`config.mk`:
```
export PLATFORM = sky130hd
export DESIGN_NAME = store_buffer_top
export DESIGN_NICKNAME = d
export VERILOG_FILES = /design/src/source/sb_pkg.sv /design/src/source/data_ram.sv /design/src/source/load_forward.sv /design/src/source/sb_control.sv /design/src/source/store_buffer_top.sv /design/src/source/store_queue.sv
export VERILOG_INCLUDE_DIRS = /design/src /design/src/include
export SDC_FILE = /design/constraint.sdc
export NUM_CORES = 2
export LEC_CHECK = 0
export BUFFER_PORTS_ARGS = -buffer_cell sky130_fd_sc_hd__buf_2
export CORE_UTILIZATION = 30
export CTS_BUF_LIST = sky130_fd_sc_hd__clkbuf_8 sky130_fd_sc_hd__clkbuf_16
export DETAILED_ROUTE_END_ITERATION = 10
export PLACE_DENSITY = 0.41
export SYNTH_ARGS = -nofsm -noshare
export SYNTH_HDL_FRONTEND = slang
export SYNTH_SLANG_ARGS = --single-unit
```
`constraint.sdc`:
```
create_clock -name clk -period 9.28 [get_ports clk]
set_clock_uncertainty 0.15 [all_clocks]
set_input_delay 0.928 -clock clk [delete_from_list [all_inputs] [get_ports clk]]
set_output_delay 0.928 -clock clk [all_outputs]
set_load 0.01 [all_outputs]
```
`src/include/sb_config.svh`:
```
`ifndef SB_CONFIG_SVH
`define SB_CONFIG_SVH

// store queue entries
`define SB_DEPTH 4

// data memory size in words, byte address bits 7:2 pick the word
`define SB_RAM_WORDS 64

// cycle limit for testbench wait loops
`define SB_TIMEOUT 200

`endif

```
`src/source/sb_pkg.sv`:
```
`include "sb_config.svh"

package sb_pkg;

    // 32-bit data word
    typedef logic [31:0] word_t;

    // byte address, word aligned
    typedef logic [31:0] addr_t;

    // byte enables, all zero means no request
    typedef logic [3:0] mask_t;

    // queue slot, 0 is the oldest store
    typedef logic [$clog2(`SB_DEPTH)-1:0] sb_index_t;

endpackage : sb_pkg

```
`src/source/data_ram.sv`:
```
`timescale 1ns/100ps
`include "sb_config.svh"

module data_ram (
    input  logic           clk,
    input  logic           rst,

    // request, one cycle when either mask is set
    input  sb_pkg::addr_t  addr,
    input  sb_pkg::mask_t  rmask,
    input  sb_pkg::mask_t  wmask,
    input  sb_pkg::word_t  wdata,

    // answer one cycle later
    output logic           resp,
    output sb_pkg::word_t  rdata
);

    import sb_pkg::*;

    localparam int IDX_W = $clog2(`SB_RAM_WORDS);

    word_t              mem [`SB_RAM_WORDS];
    logic [IDX_W-1:0]   idx;
    logic               req;

    // word select, low two bits are the byte offset
    assign idx = addr[IDX_W+1:2];
    assign req = (rmask != '0) || (wmask != '0);

    always_ff @(posedge clk) begin
        if (rst) begin
            for (int i = 0; i < `SB_RAM_WORDS; i++) begin
                mem[i] <= '0;
            end
            resp  <= 1'b0;
            rdata <= '0;
        end else begin
            resp <= req;
            for (int b = 0; b < 4; b++) begin
                if (wmask[b]) begin
                    mem[idx][8*b +: 8] <= wdata[8*b +: 8];
                end
            end
            // whole word back, the requester picks its bytes
            if (rmask != '0) begin
                rdata <= mem[idx];
            end
        end
    end

endmodule : data_ram

```
`src/source/load_forward.sv`:
```
`timescale 1ns/100ps
`include "sb_config.svh"

module load_forward (
    // pending load from sb_control
    input  sb_pkg::addr_t  load_addr,
    input  sb_pkg::mask_t  load_mask,

    // queue contents
    input  logic           entry_valid [`SB_DEPTH],
    input  sb_pkg::addr_t  entry_addr  [`SB_DEPTH],
    input  sb_pkg::mask_t  entry_mask  [`SB_DEPTH],
    input  sb_pkg::word_t  entry_data  [`SB_DEPTH],

    output logic           fwd_hit,
    output sb_pkg::word_t  fwd_data
);

    import sb_pkg::*;

    logic [`SB_DEPTH-1:0]  match;
    sb_index_t             sel;

    // exact address and mask only, partial overlaps fall through to memory
    always_comb begin
        for (int i = 0; i < `SB_DEPTH; i++) begin
            match[i] = entry_valid[i]
                    && (load_mask != '0)
                    && (entry_addr[i] == load_addr)
                    && (entry_mask[i] == load_mask);
        end
    end

    // later slots are younger, so the last match wins
    always_comb begin
        sel = '0;
        for (int i = 0; i < `SB_DEPTH; i++) begin
            if (match[i]) begin
                sel = sb_index_t'(i);
            end
        end
    end

    assign fwd_hit  = |match;
    assign fwd_data = entry_data[sel];

endmodule : load_forward

```
`src/source/sb_control.sv`:
```
`timescale 1ns/100ps

module sb_control (
    input  logic           clk,
    input  logic           rst,

    // client strobes
    input  sb_pkg::mask_t  store_mask,
    input  sb_pkg::addr_t  load_addr,
    input  sb_pkg::mask_t  load_mask,

    // queue state
    input  logic           empty,
    input  sb_pkg::addr_t  head_addr,
    input  sb_pkg::word_t  head_data,
    input  sb_pkg::mask_t  head_mask,
    input  logic           head_sent,

    // forwarding result for the pending load
    input  logic           fwd_hit,
    input  sb_pkg::word_t  fwd_data,

    // memory response
    input  logic           mem_resp,
    input  sb_pkg::word_t  mem_rdata,

    output sb_pkg::addr_t  pend_addr,
    output sb_pkg::mask_t  pend_mask,
    output logic           pop,
    output logic           mark_sent,

    // memory request
    output sb_pkg::addr_t  mem_addr,
    output sb_pkg::mask_t  mem_rmask,
    output sb_pkg::mask_t  mem_wmask,
    output sb_pkg::word_t  mem_wdata,

    // client responses
    output logic           store_resp,
    output logic           load_resp,
    output sb_pkg::word_t  load_data
);

    import sb_pkg::*;

    logic   rd_out;
    logic   pend_valid;
    logic   issue_wr;
    logic   issue_rd;
    logic   fwd_resp;
    logic   rd_resp;

    assign pend_valid = (pend_mask != '0);

    // stores first, a read only goes out once the queue has drained
    assign issue_wr = !empty && !head_sent;
    assign issue_rd = empty && pend_valid && !rd_out;

    assign mem_addr  = issue_wr ? head_addr : pend_addr;
    assign mem_wmask = issue_wr ? head_mask : '0;
    assign mem_rmask = issue_rd ? pend_mask : '0;
    assign mem_wdata = head_data;

    assign mark_sent = issue_wr;

    // a response belongs to whichever request is outstanding
    assign pop     = mem_resp && head_sent;
    assign rd_resp = mem_resp && rd_out;

    assign fwd_resp  = pend_valid && !rd_out && fwd_hit;
    assign load_resp = fwd_resp || rd_resp;
    assign load_data = rd_out ? mem_rdata : fwd_data;

    always_ff @(posedge clk) begin
        if (rst) begin
            pend_addr  <= '0;
            pend_mask  <= '0;
            rd_out     <= 1'b0;
            store_resp <= 1'b0;
        end else begin
            store_resp <= (store_mask != '0);

            // new load replaces a finished one
            if (load_mask != '0) begin
                pend_addr <= load_addr;
                pend_mask <= load_mask;
            end else if (load_resp) begin
                pend_mask <= '0;
            end

            if (issue_rd) begin
                rd_out <= 1'b1;
            end else if (rd_resp) begin
                rd_out <= 1'b0;
            end
        end
    end

endmodule : sb_control

```
`src/source/store_buffer_top.sv`:
```
`timescale 1ns/100ps
`include "sb_config.svh"

module store_buffer_top (
    input  logic           clk,
    input  logic           rst,

    input  sb_pkg::addr_t  store_addr,
    input  sb_pkg::word_t  store_data,
    input  sb_pkg::mask_t  store_mask,

    input  sb_pkg::addr_t  load_addr,
    input  sb_pkg::mask_t  load_mask,

    output logic           full,
    output logic           store_resp,
    output logic           load_resp,
    output sb_pkg::word_t  load_data
);

    import sb_pkg::*;

    // queue to control
    logic   empty;
    addr_t  head_addr;
    word_t  head_data;
    mask_t  head_mask;
    logic   head_sent;
    logic   pop;
    logic   mark_sent;

    // queue to forwarding
    logic   entry_valid [`SB_DEPTH];
    addr_t  entry_addr  [`SB_DEPTH];
    mask_t  entry_mask  [`SB_DEPTH];
    word_t  entry_data  [`SB_DEPTH];

    // pending load and forwarding result
    addr_t  pend_addr;
    mask_t  pend_mask;
    logic   fwd_hit;
    word_t  fwd_data;

    // memory port
    addr_t  mem_addr;
    mask_t  mem_rmask;
    mask_t  mem_wmask;
    word_t  mem_wdata;
    logic   mem_resp;
    word_t  mem_rdata;

    sb_control u_sb_control (
        .clk        (clk),
        .rst        (rst),
        .store_mask (store_mask),
        .load_addr  (load_addr),
        .load_mask  (load_mask),
        .empty      (empty),
        .head_addr  (head_addr),
        .head_data  (head_data),
        .head_mask  (head_mask),
        .head_sent  (head_sent),
        .fwd_hit    (fwd_hit),
        .fwd_data   (fwd_data),
        .mem_resp   (mem_resp),
        .mem_rdata  (mem_rdata),
        .pend_addr  (pend_addr),
        .pend_mask  (pend_mask),
        .pop        (pop),
        .mark_sent  (mark_sent),
        .mem_addr   (mem_addr),
        .mem_rmask  (mem_rmask),
        .mem_wmask  (mem_wmask),
        .mem_wdata  (mem_wdata),
        .store_resp (store_resp),
        .load_resp  (load_resp),
        .load_data  (load_data)
    );

    store_queue u_store_queue (
        .clk         (clk),
        .rst         (rst),
        .push_addr   (store_addr),
        .push_data   (store_data),
        .push_mask   (store_mask),
        .pop         (pop),
        .mark_sent   (mark_sent),
        .empty       (empty),
        .full        (full),
        .head_addr   (head_addr),
        .head_data   (head_data),
        .head_mask   (head_mask),
        .head_sent   (head_sent),
        .entry_valid (entry_valid),
        .entry_addr  (entry_addr),
        .entry_mask  (entry_mask),
        .entry_data  (entry_data)
    );

    load_forward u_load_forward (
        .load_addr   (pend_addr),
        .load_mask   (pend_mask),
        .entry_valid (entry_valid),
        .entry_addr  (entry_addr),
        .entry_mask  (entry_mask),
        .entry_data  (entry_data),
        .fwd_hit     (fwd_hit),
        .fwd_data    (fwd_data)
    );

    data_ram u_data_ram (
        .clk   (clk),
        .rst   (rst),
        .addr  (mem_addr),
        .rmask (mem_rmask),
        .wmask (mem_wmask),
        .wdata (mem_wdata),
        .resp  (mem_resp),
        .rdata (mem_rdata)
    );

endmodule : store_buffer_top

```
`src/source/store_queue.sv`:
```
`timescale 1ns/100ps
`include "sb_config.svh"

module store_queue (
    input  logic           clk,
    input  logic           rst,

    // push side, straight from the store strobe
    input  sb_pkg::addr_t  push_addr,
    input  sb_pkg::word_t  push_data,
    input  sb_pkg::mask_t  push_mask,

    // from sb_control
    input  logic           pop,
    input  logic           mark_sent,

    output logic           empty,
    output logic           full,

    // oldest store
    output sb_pkg::addr_t  head_addr,
    output sb_pkg::word_t  head_data,
    output sb_pkg::mask_t  head_mask,
    output logic           head_sent,

    // all slots, for forwarding
    output logic           entry_valid [`SB_DEPTH],
    output sb_pkg::addr_t  entry_addr  [`SB_DEPTH],
    output sb_pkg::mask_t  entry_mask  [`SB_DEPTH],
    output sb_pkg::word_t  entry_data  [`SB_DEPTH]
);

    import sb_pkg::*;

    localparam int CNT_W = $clog2(`SB_DEPTH) + 1;

    addr_t              q_addr [`SB_DEPTH];
    word_t              q_data [`SB_DEPTH];
    mask_t              q_mask [`SB_DEPTH];
    addr_t              nxt_addr [`SB_DEPTH];
    word_t              nxt_data [`SB_DEPTH];
    mask_t              nxt_mask [`SB_DEPTH];

    logic [CNT_W-1:0]   count;
    logic [CNT_W-1:0]   base;
    logic               push;
    logic               push_ok;
    sb_index_t          wr_idx;

    assign push = (push_mask != '0);

    // occupancy once the pop has shifted everything down
    assign base    = count - CNT_W'(pop);
    assign push_ok = push && (base != CNT_W'(`SB_DEPTH));
    assign wr_idx  = sb_index_t'(base);

    always_comb begin
        nxt_addr = q_addr;
        nxt_data = q_data;
        nxt_mask = q_mask;
        if (pop) begin
            for (int i = 0; i < `SB_DEPTH - 1; i++) begin
                nxt_addr[i] = q_addr[i+1];
                nxt_data[i] = q_data[i+1];
                nxt_mask[i] = q_mask[i+1];
            end
        end
        // new store lands in first free slot after the shift
        if (push_ok) begin
            nxt_addr[wr_idx] = push_addr;
            nxt_data[wr_idx] = push_data;
            nxt_mask[wr_idx] = push_mask;
        end
    end

    always_ff @(posedge clk) begin
        q_addr <= nxt_addr;
        q_data <= nxt_data;
        q_mask <= nxt_mask;
    end

    always_ff @(posedge clk) begin
        if (rst) begin
            count     <= '0;
            head_sent <= 1'b0;
        end else begin
            count <= base + CNT_W'(push_ok);
            // next head has not gone out yet
            if (pop) begin
                head_sent <= 1'b0;
            end else if (mark_sent) begin
                head_sent <= 1'b1;
            end
        end
    end

    assign empty = (count == '0);
    assign full  = (count == CNT_W'(`SB_DEPTH));

    assign head_addr = q_addr[0];
    assign head_data = q_data[0];
    assign head_mask = q_mask[0];

    // entries stay packed toward slot 0
    always_comb begin
        for (int i = 0; i < `SB_DEPTH; i++) begin
            entry_valid[i] = (CNT_W'(i) < count);
            entry_addr[i]  = q_addr[i];
            entry_mask[i]  = q_mask[i];
            entry_data[i]  = q_data[i];
        end
    end

endmodule : store_queue

```
==> metrics.md <==
| Metric | Value |
|---|---|
| Cell count of the worst reg-to-reg path | 8 |
| F_max | 164 MHz |
| Routability cong. | 0.813 |
| Largest cells by area after synthesis | sky130_fd_sc_hd__edfxtp_1 58%, sky130_fd_sc_hd__and3_1 12%, sky130_fd_sc_hd__nand2_1 5.4% |
| Dpl cell area | 0.114 sq mm |
| Leading area contributor after synthesis | sky130_fd_sc_hd__edfxtp_1 |
| Commonest non-fill, non-tap cells in the layout | 2116 x sky130_fd_sc_hd__edfxtp_1, 2112 x sky130_fd_sc_hd__and3_1, 1583 x sky130_fd_sc_hd__nand2_1, 369 x sky130_fd_sc_hd__a22oi_1, 324 x sky130_fd_sc_hd__a31oi_1 |
| Path type of the worst setup path | flip-flop to flip-flop |
| Startpoint types | flip-flop |
| Final standard cell count with taps included and fillers excluded | 14200 |
| Post-synthesis area per instance | 11.3 sq um |
| Number of enable flip-flop cells after synthesis | 2116 |
| Clock network latency to the later pin of the worst-skew pair | 900 ps |
| Placeable core region | 0.364 sq mm |
| P&R area growth vs syn | 12.1% |
| Number of max-cap violations | 0 |
| CP arrival | 6480 ps |
| CTS max path bufs | 4 |
| Die outline height | 607 um |
| Detailed Route WL | 430000 um |
| Sequential element share of the synthesized area | 0.629 |
| Netlist Area Pre-Place | 0.110 sq mm |
| First-iteration detailed-routing DRC count | 9207 |
| Flip-flop cell with the highest count after synthesis | sky130_fd_sc_hd__edfxtp_1 |
| Effective utilization at floorplan | 0.302 |
| Number of library cell types mapped by synthesis | 77 |
| Total non-filler cell area in the finished layout | 0.123 sq mm |
| Die width | 607 um |
| Slew @ Worst Pin | 1350 ps |
| Metal-1 WL | 196000 um |
| Maximum level of the CTS H-tree | 5 |
| Number of antenna violations at the first check in global routing | 36 |
| Number of standard-cell rows in the floorplan | 221 |
| Top-level I/O count | 141 |
| Num Clock Sinks | 2395 |
| Total Die Area | 0.369 sq mm |
| Run status | complete, no violations |
| Fraction of the core area covered by cells at the end of the flow | 0.339 |
| Share of the cycle needed by the critical path after routing | 0.655 |
| Synth Net Count | 9819 |
| Pin count of the biggest net entering global routing | 168 |
| Post-DP HPWL | 254000 um |
| Flip-flop and latch count after synthesis | 2395 |
| Final slew viol count | 0 |
| Root Buffer Master | sky130_fd_sc_hd__clkbuf_16 |
| Leading cell type in the layout, fill and taps excluded | sky130_fd_sc_hd__edfxtp_1 |
| Number of vias per cell after detailed routing | 5.62 |
| Number of hold buffers added after CTS | 0 |
| Maximum fanout count along the critical path | 33 |
| Global-route wire length before repair | 606000 um |
| Number of endpoints failing setup at the final stage | 0 |
| Routed wire length per instance | 30.4 um |
| Static Leak | 50.7 nW |
| Post-cts repair resize count | 0 |
| RSZ-0062 raised after global routing | no |
| Final hold violation count | 0 |
| Ys Warns | 0 |
| Min-Delay Path Depth | 1 |
| Capturing element type of the critical path | flip-flop |
| Remaining routing DRC violations | 0 |
| Antenna-violating nets left | 0 |
| Total track usage | 0.225 |
| Clock period minus worst slack | 6080 ps |
| DP Cell Count | 13700 |
| Number of nets in the final layout | 9261 |
| Top metal layer carrying routed signals | met5 |
| Layout cell share with drive strength beyond 1 | 0.0933 |
| Clk slew on worst S/H paths | 60 ps |
| Data required time at the worst endpoint | 9680 ps |
| Number of global-route vias before repair | 77200 |
| Total grt overflow | 0 |
| Async set or reset register ratio after synthesis | 0 |
| Setup Buffers After CTS | 0 |
| Tightest slew margin relative to the limit | 0.0734 |
| TritonCTS clock tree | yes |
| Sum Neg Setup Slack | 0 ps |
| Gate count after technology mapping | 9709 |
| Hold WC Path Type | primary input to flip-flop |
| Number of search-and-repair iterations in the first detailed-routing pass | 8 |
| VDD IR-drop max | 0.265 mV |
| Detailed route wirelength on metal3 | 28500 um |
| Number of buffers added by the clock tree synthesis step | 279 |
| Wire length on met2 | 195000 um |
| IO buf count | 140 |
| Total power divided by cell area | 307 mW/mm^2 |
| Vias after detailed routing | 79600 |
| Share of the synthesized area in the top cell type | 0.578 |
## worst max-delay path, cell delays in order, from the launching register on
cell	delay, ps
sky130_fd_sc_hd__dfxtp_1	530
sky130_fd_sc_hd__or3_1	530
sky130_fd_sc_hd__nand2_2	700
sky130_fd_sc_hd__nor2_1	1040
sky130_fd_sc_hd__nand2_1	920
sky130_fd_sc_hd__nor2_4	980
sky130_fd_sc_hd__buf_4	430
sky130_fd_sc_hd__nand2_1	80
sky130_fd_sc_hd__nand2_1	300
## flip-flops by register name (all words and copies together) (netlist names), 8 cells and up, named ones only
register,count
u_store_queue.entry_mask,8
u_store_queue.head_addr,32
u_data_ram.rdata,32
u_store_queue.entry_data,64
u_data_ram.mem,2048
u_sb_control.pend_addr,32
u_store_queue.head_data,32
u_store_queue.entry_addr,64
## final timing paths
path / end / from / slack [ps]
worst max-delay path: u_data_ram.mem[1][9] / u_store_queue.count[2] / 3200
worst min-delay path: flip-flop / store_data[12] / 100
worst max register to register: u_data_ram.mem[1][9] / u_store_queue.count[2] / 3200
worst min register to register: u_store_queue.head_data[2] / u_store_queue.entry_data[66] / 320
## routing by layer
| metal | vias to the layer above | GRT usage |
|---|---|---|
| li1 | 35100 | - |
| met4 | 18 | 0.0561 |
| met2 | 3002 | 0.354 |
| met1 | 41000 | 0.322 |
| met5 | - | 0 |
| met3 | 497 | 0.0346 |
## final cells by class
class	instances	area, sq um
fill	35600	240000
clock inverter	194	1240
clock buffer	302	7470
tap	4794	6000
sequential	2395	69200
antenna	15	37.5
timing repair buffer	354	2670
multi-input combinational	6107	36500
inverter	14	67.6
## power by group
group / leakage (nW) / internal [W] / switching [W] / total, W
clock network: 4.55 / 0.00614 / 0.00464 / 0.0108
logic: 22.1 / 0.00286 / 0.0100 / 0.0129
registers: 24.1 / 0.0128 / 0.00139 / 0.0142
## cell families (layout without fill, tap and decap cells)
| group | count (synthesis) | after routing | synth area share |
|---|---|---|---|
| other | 0 | 15 | 0 |
| multiplexers | 160 | 160 | 0.0148 |
| flip-flops | 2395 | 2395 | 0.629 |
| AO/OA/AOI/OAI | 1554 | 1554 | 0.100 |
| buffers and inverters | 1207 | 864 | 0.0446 |
| adder cells (fa/ha/maj) | 4 | 4 | 0.000455 |
| AND/OR/NAND/NOR | 4243 | 4243 | 0.199 |
| XOR/XNOR | 146 | 146 | 0.0116 |
## synthesized netlist by cell type (14+ instances only)
library cell                   n
sky130_fd_sc_hd__a21oi_1     210
sky130_fd_sc_hd__clkbuf_1    974
sky130_fd_sc_hd__buf_4        27
sky130_fd_sc_hd__xor2_1      107
sky130_fd_sc_hd__nand3_1     151
sky130_fd_sc_hd__nand2_1    1586
sky130_fd_sc_hd__a22oi_1     369
sky130_fd_sc_hd__nor4_1       64
sky130_fd_sc_hd__and3_1     2112
sky130_fd_sc_hd__a311oi_1     37
sky130_fd_sc_hd__dfxtp_1     279
sky130_fd_sc_hd__buf_1        40
sky130_fd_sc_hd__xnor2_1      39
sky130_fd_sc_hd__o211ai_1     41
sky130_fd_sc_hd__nor3_1       25
sky130_fd_sc_hd__a22o_1      138
sky130_fd_sc_hd__a221oi_1    145
sky130_fd_sc_hd__nor2_1      201
sky130_fd_sc_hd__edfxtp_1   2116
sky130_fd_sc_hd__nor2b_1      36
sky130_fd_sc_hd__o21ai_0     129
sky130_fd_sc_hd__mux2i_1     149
sky130_fd_sc_hd__a31oi_1     328
sky130_fd_sc_hd__o31ai_1      15
sky130_fd_sc_hd__buf_2       139
sky130_fd_sc_hd__nand4_1      23
sky130_fd_sc_hd__a2111oi_0    14
sky130_fd_sc_hd__a222oi_1     20
## metrics by stage
step | worst slack (ps) | hold WS [ps] | power [W]
after floorplan | 1800 | 311 | 0.0206
after global placement | 3310 | 313 | 0.0272
after detailed placement | 3150 | 319 | 0.0272
after CTS | 3160 | 23.8 | 0.0381
after global routing | 2870 | 54.7 | 0.0392
final | 3200 | 104 | 0.0379
Power figures use the tool's default switching activity.
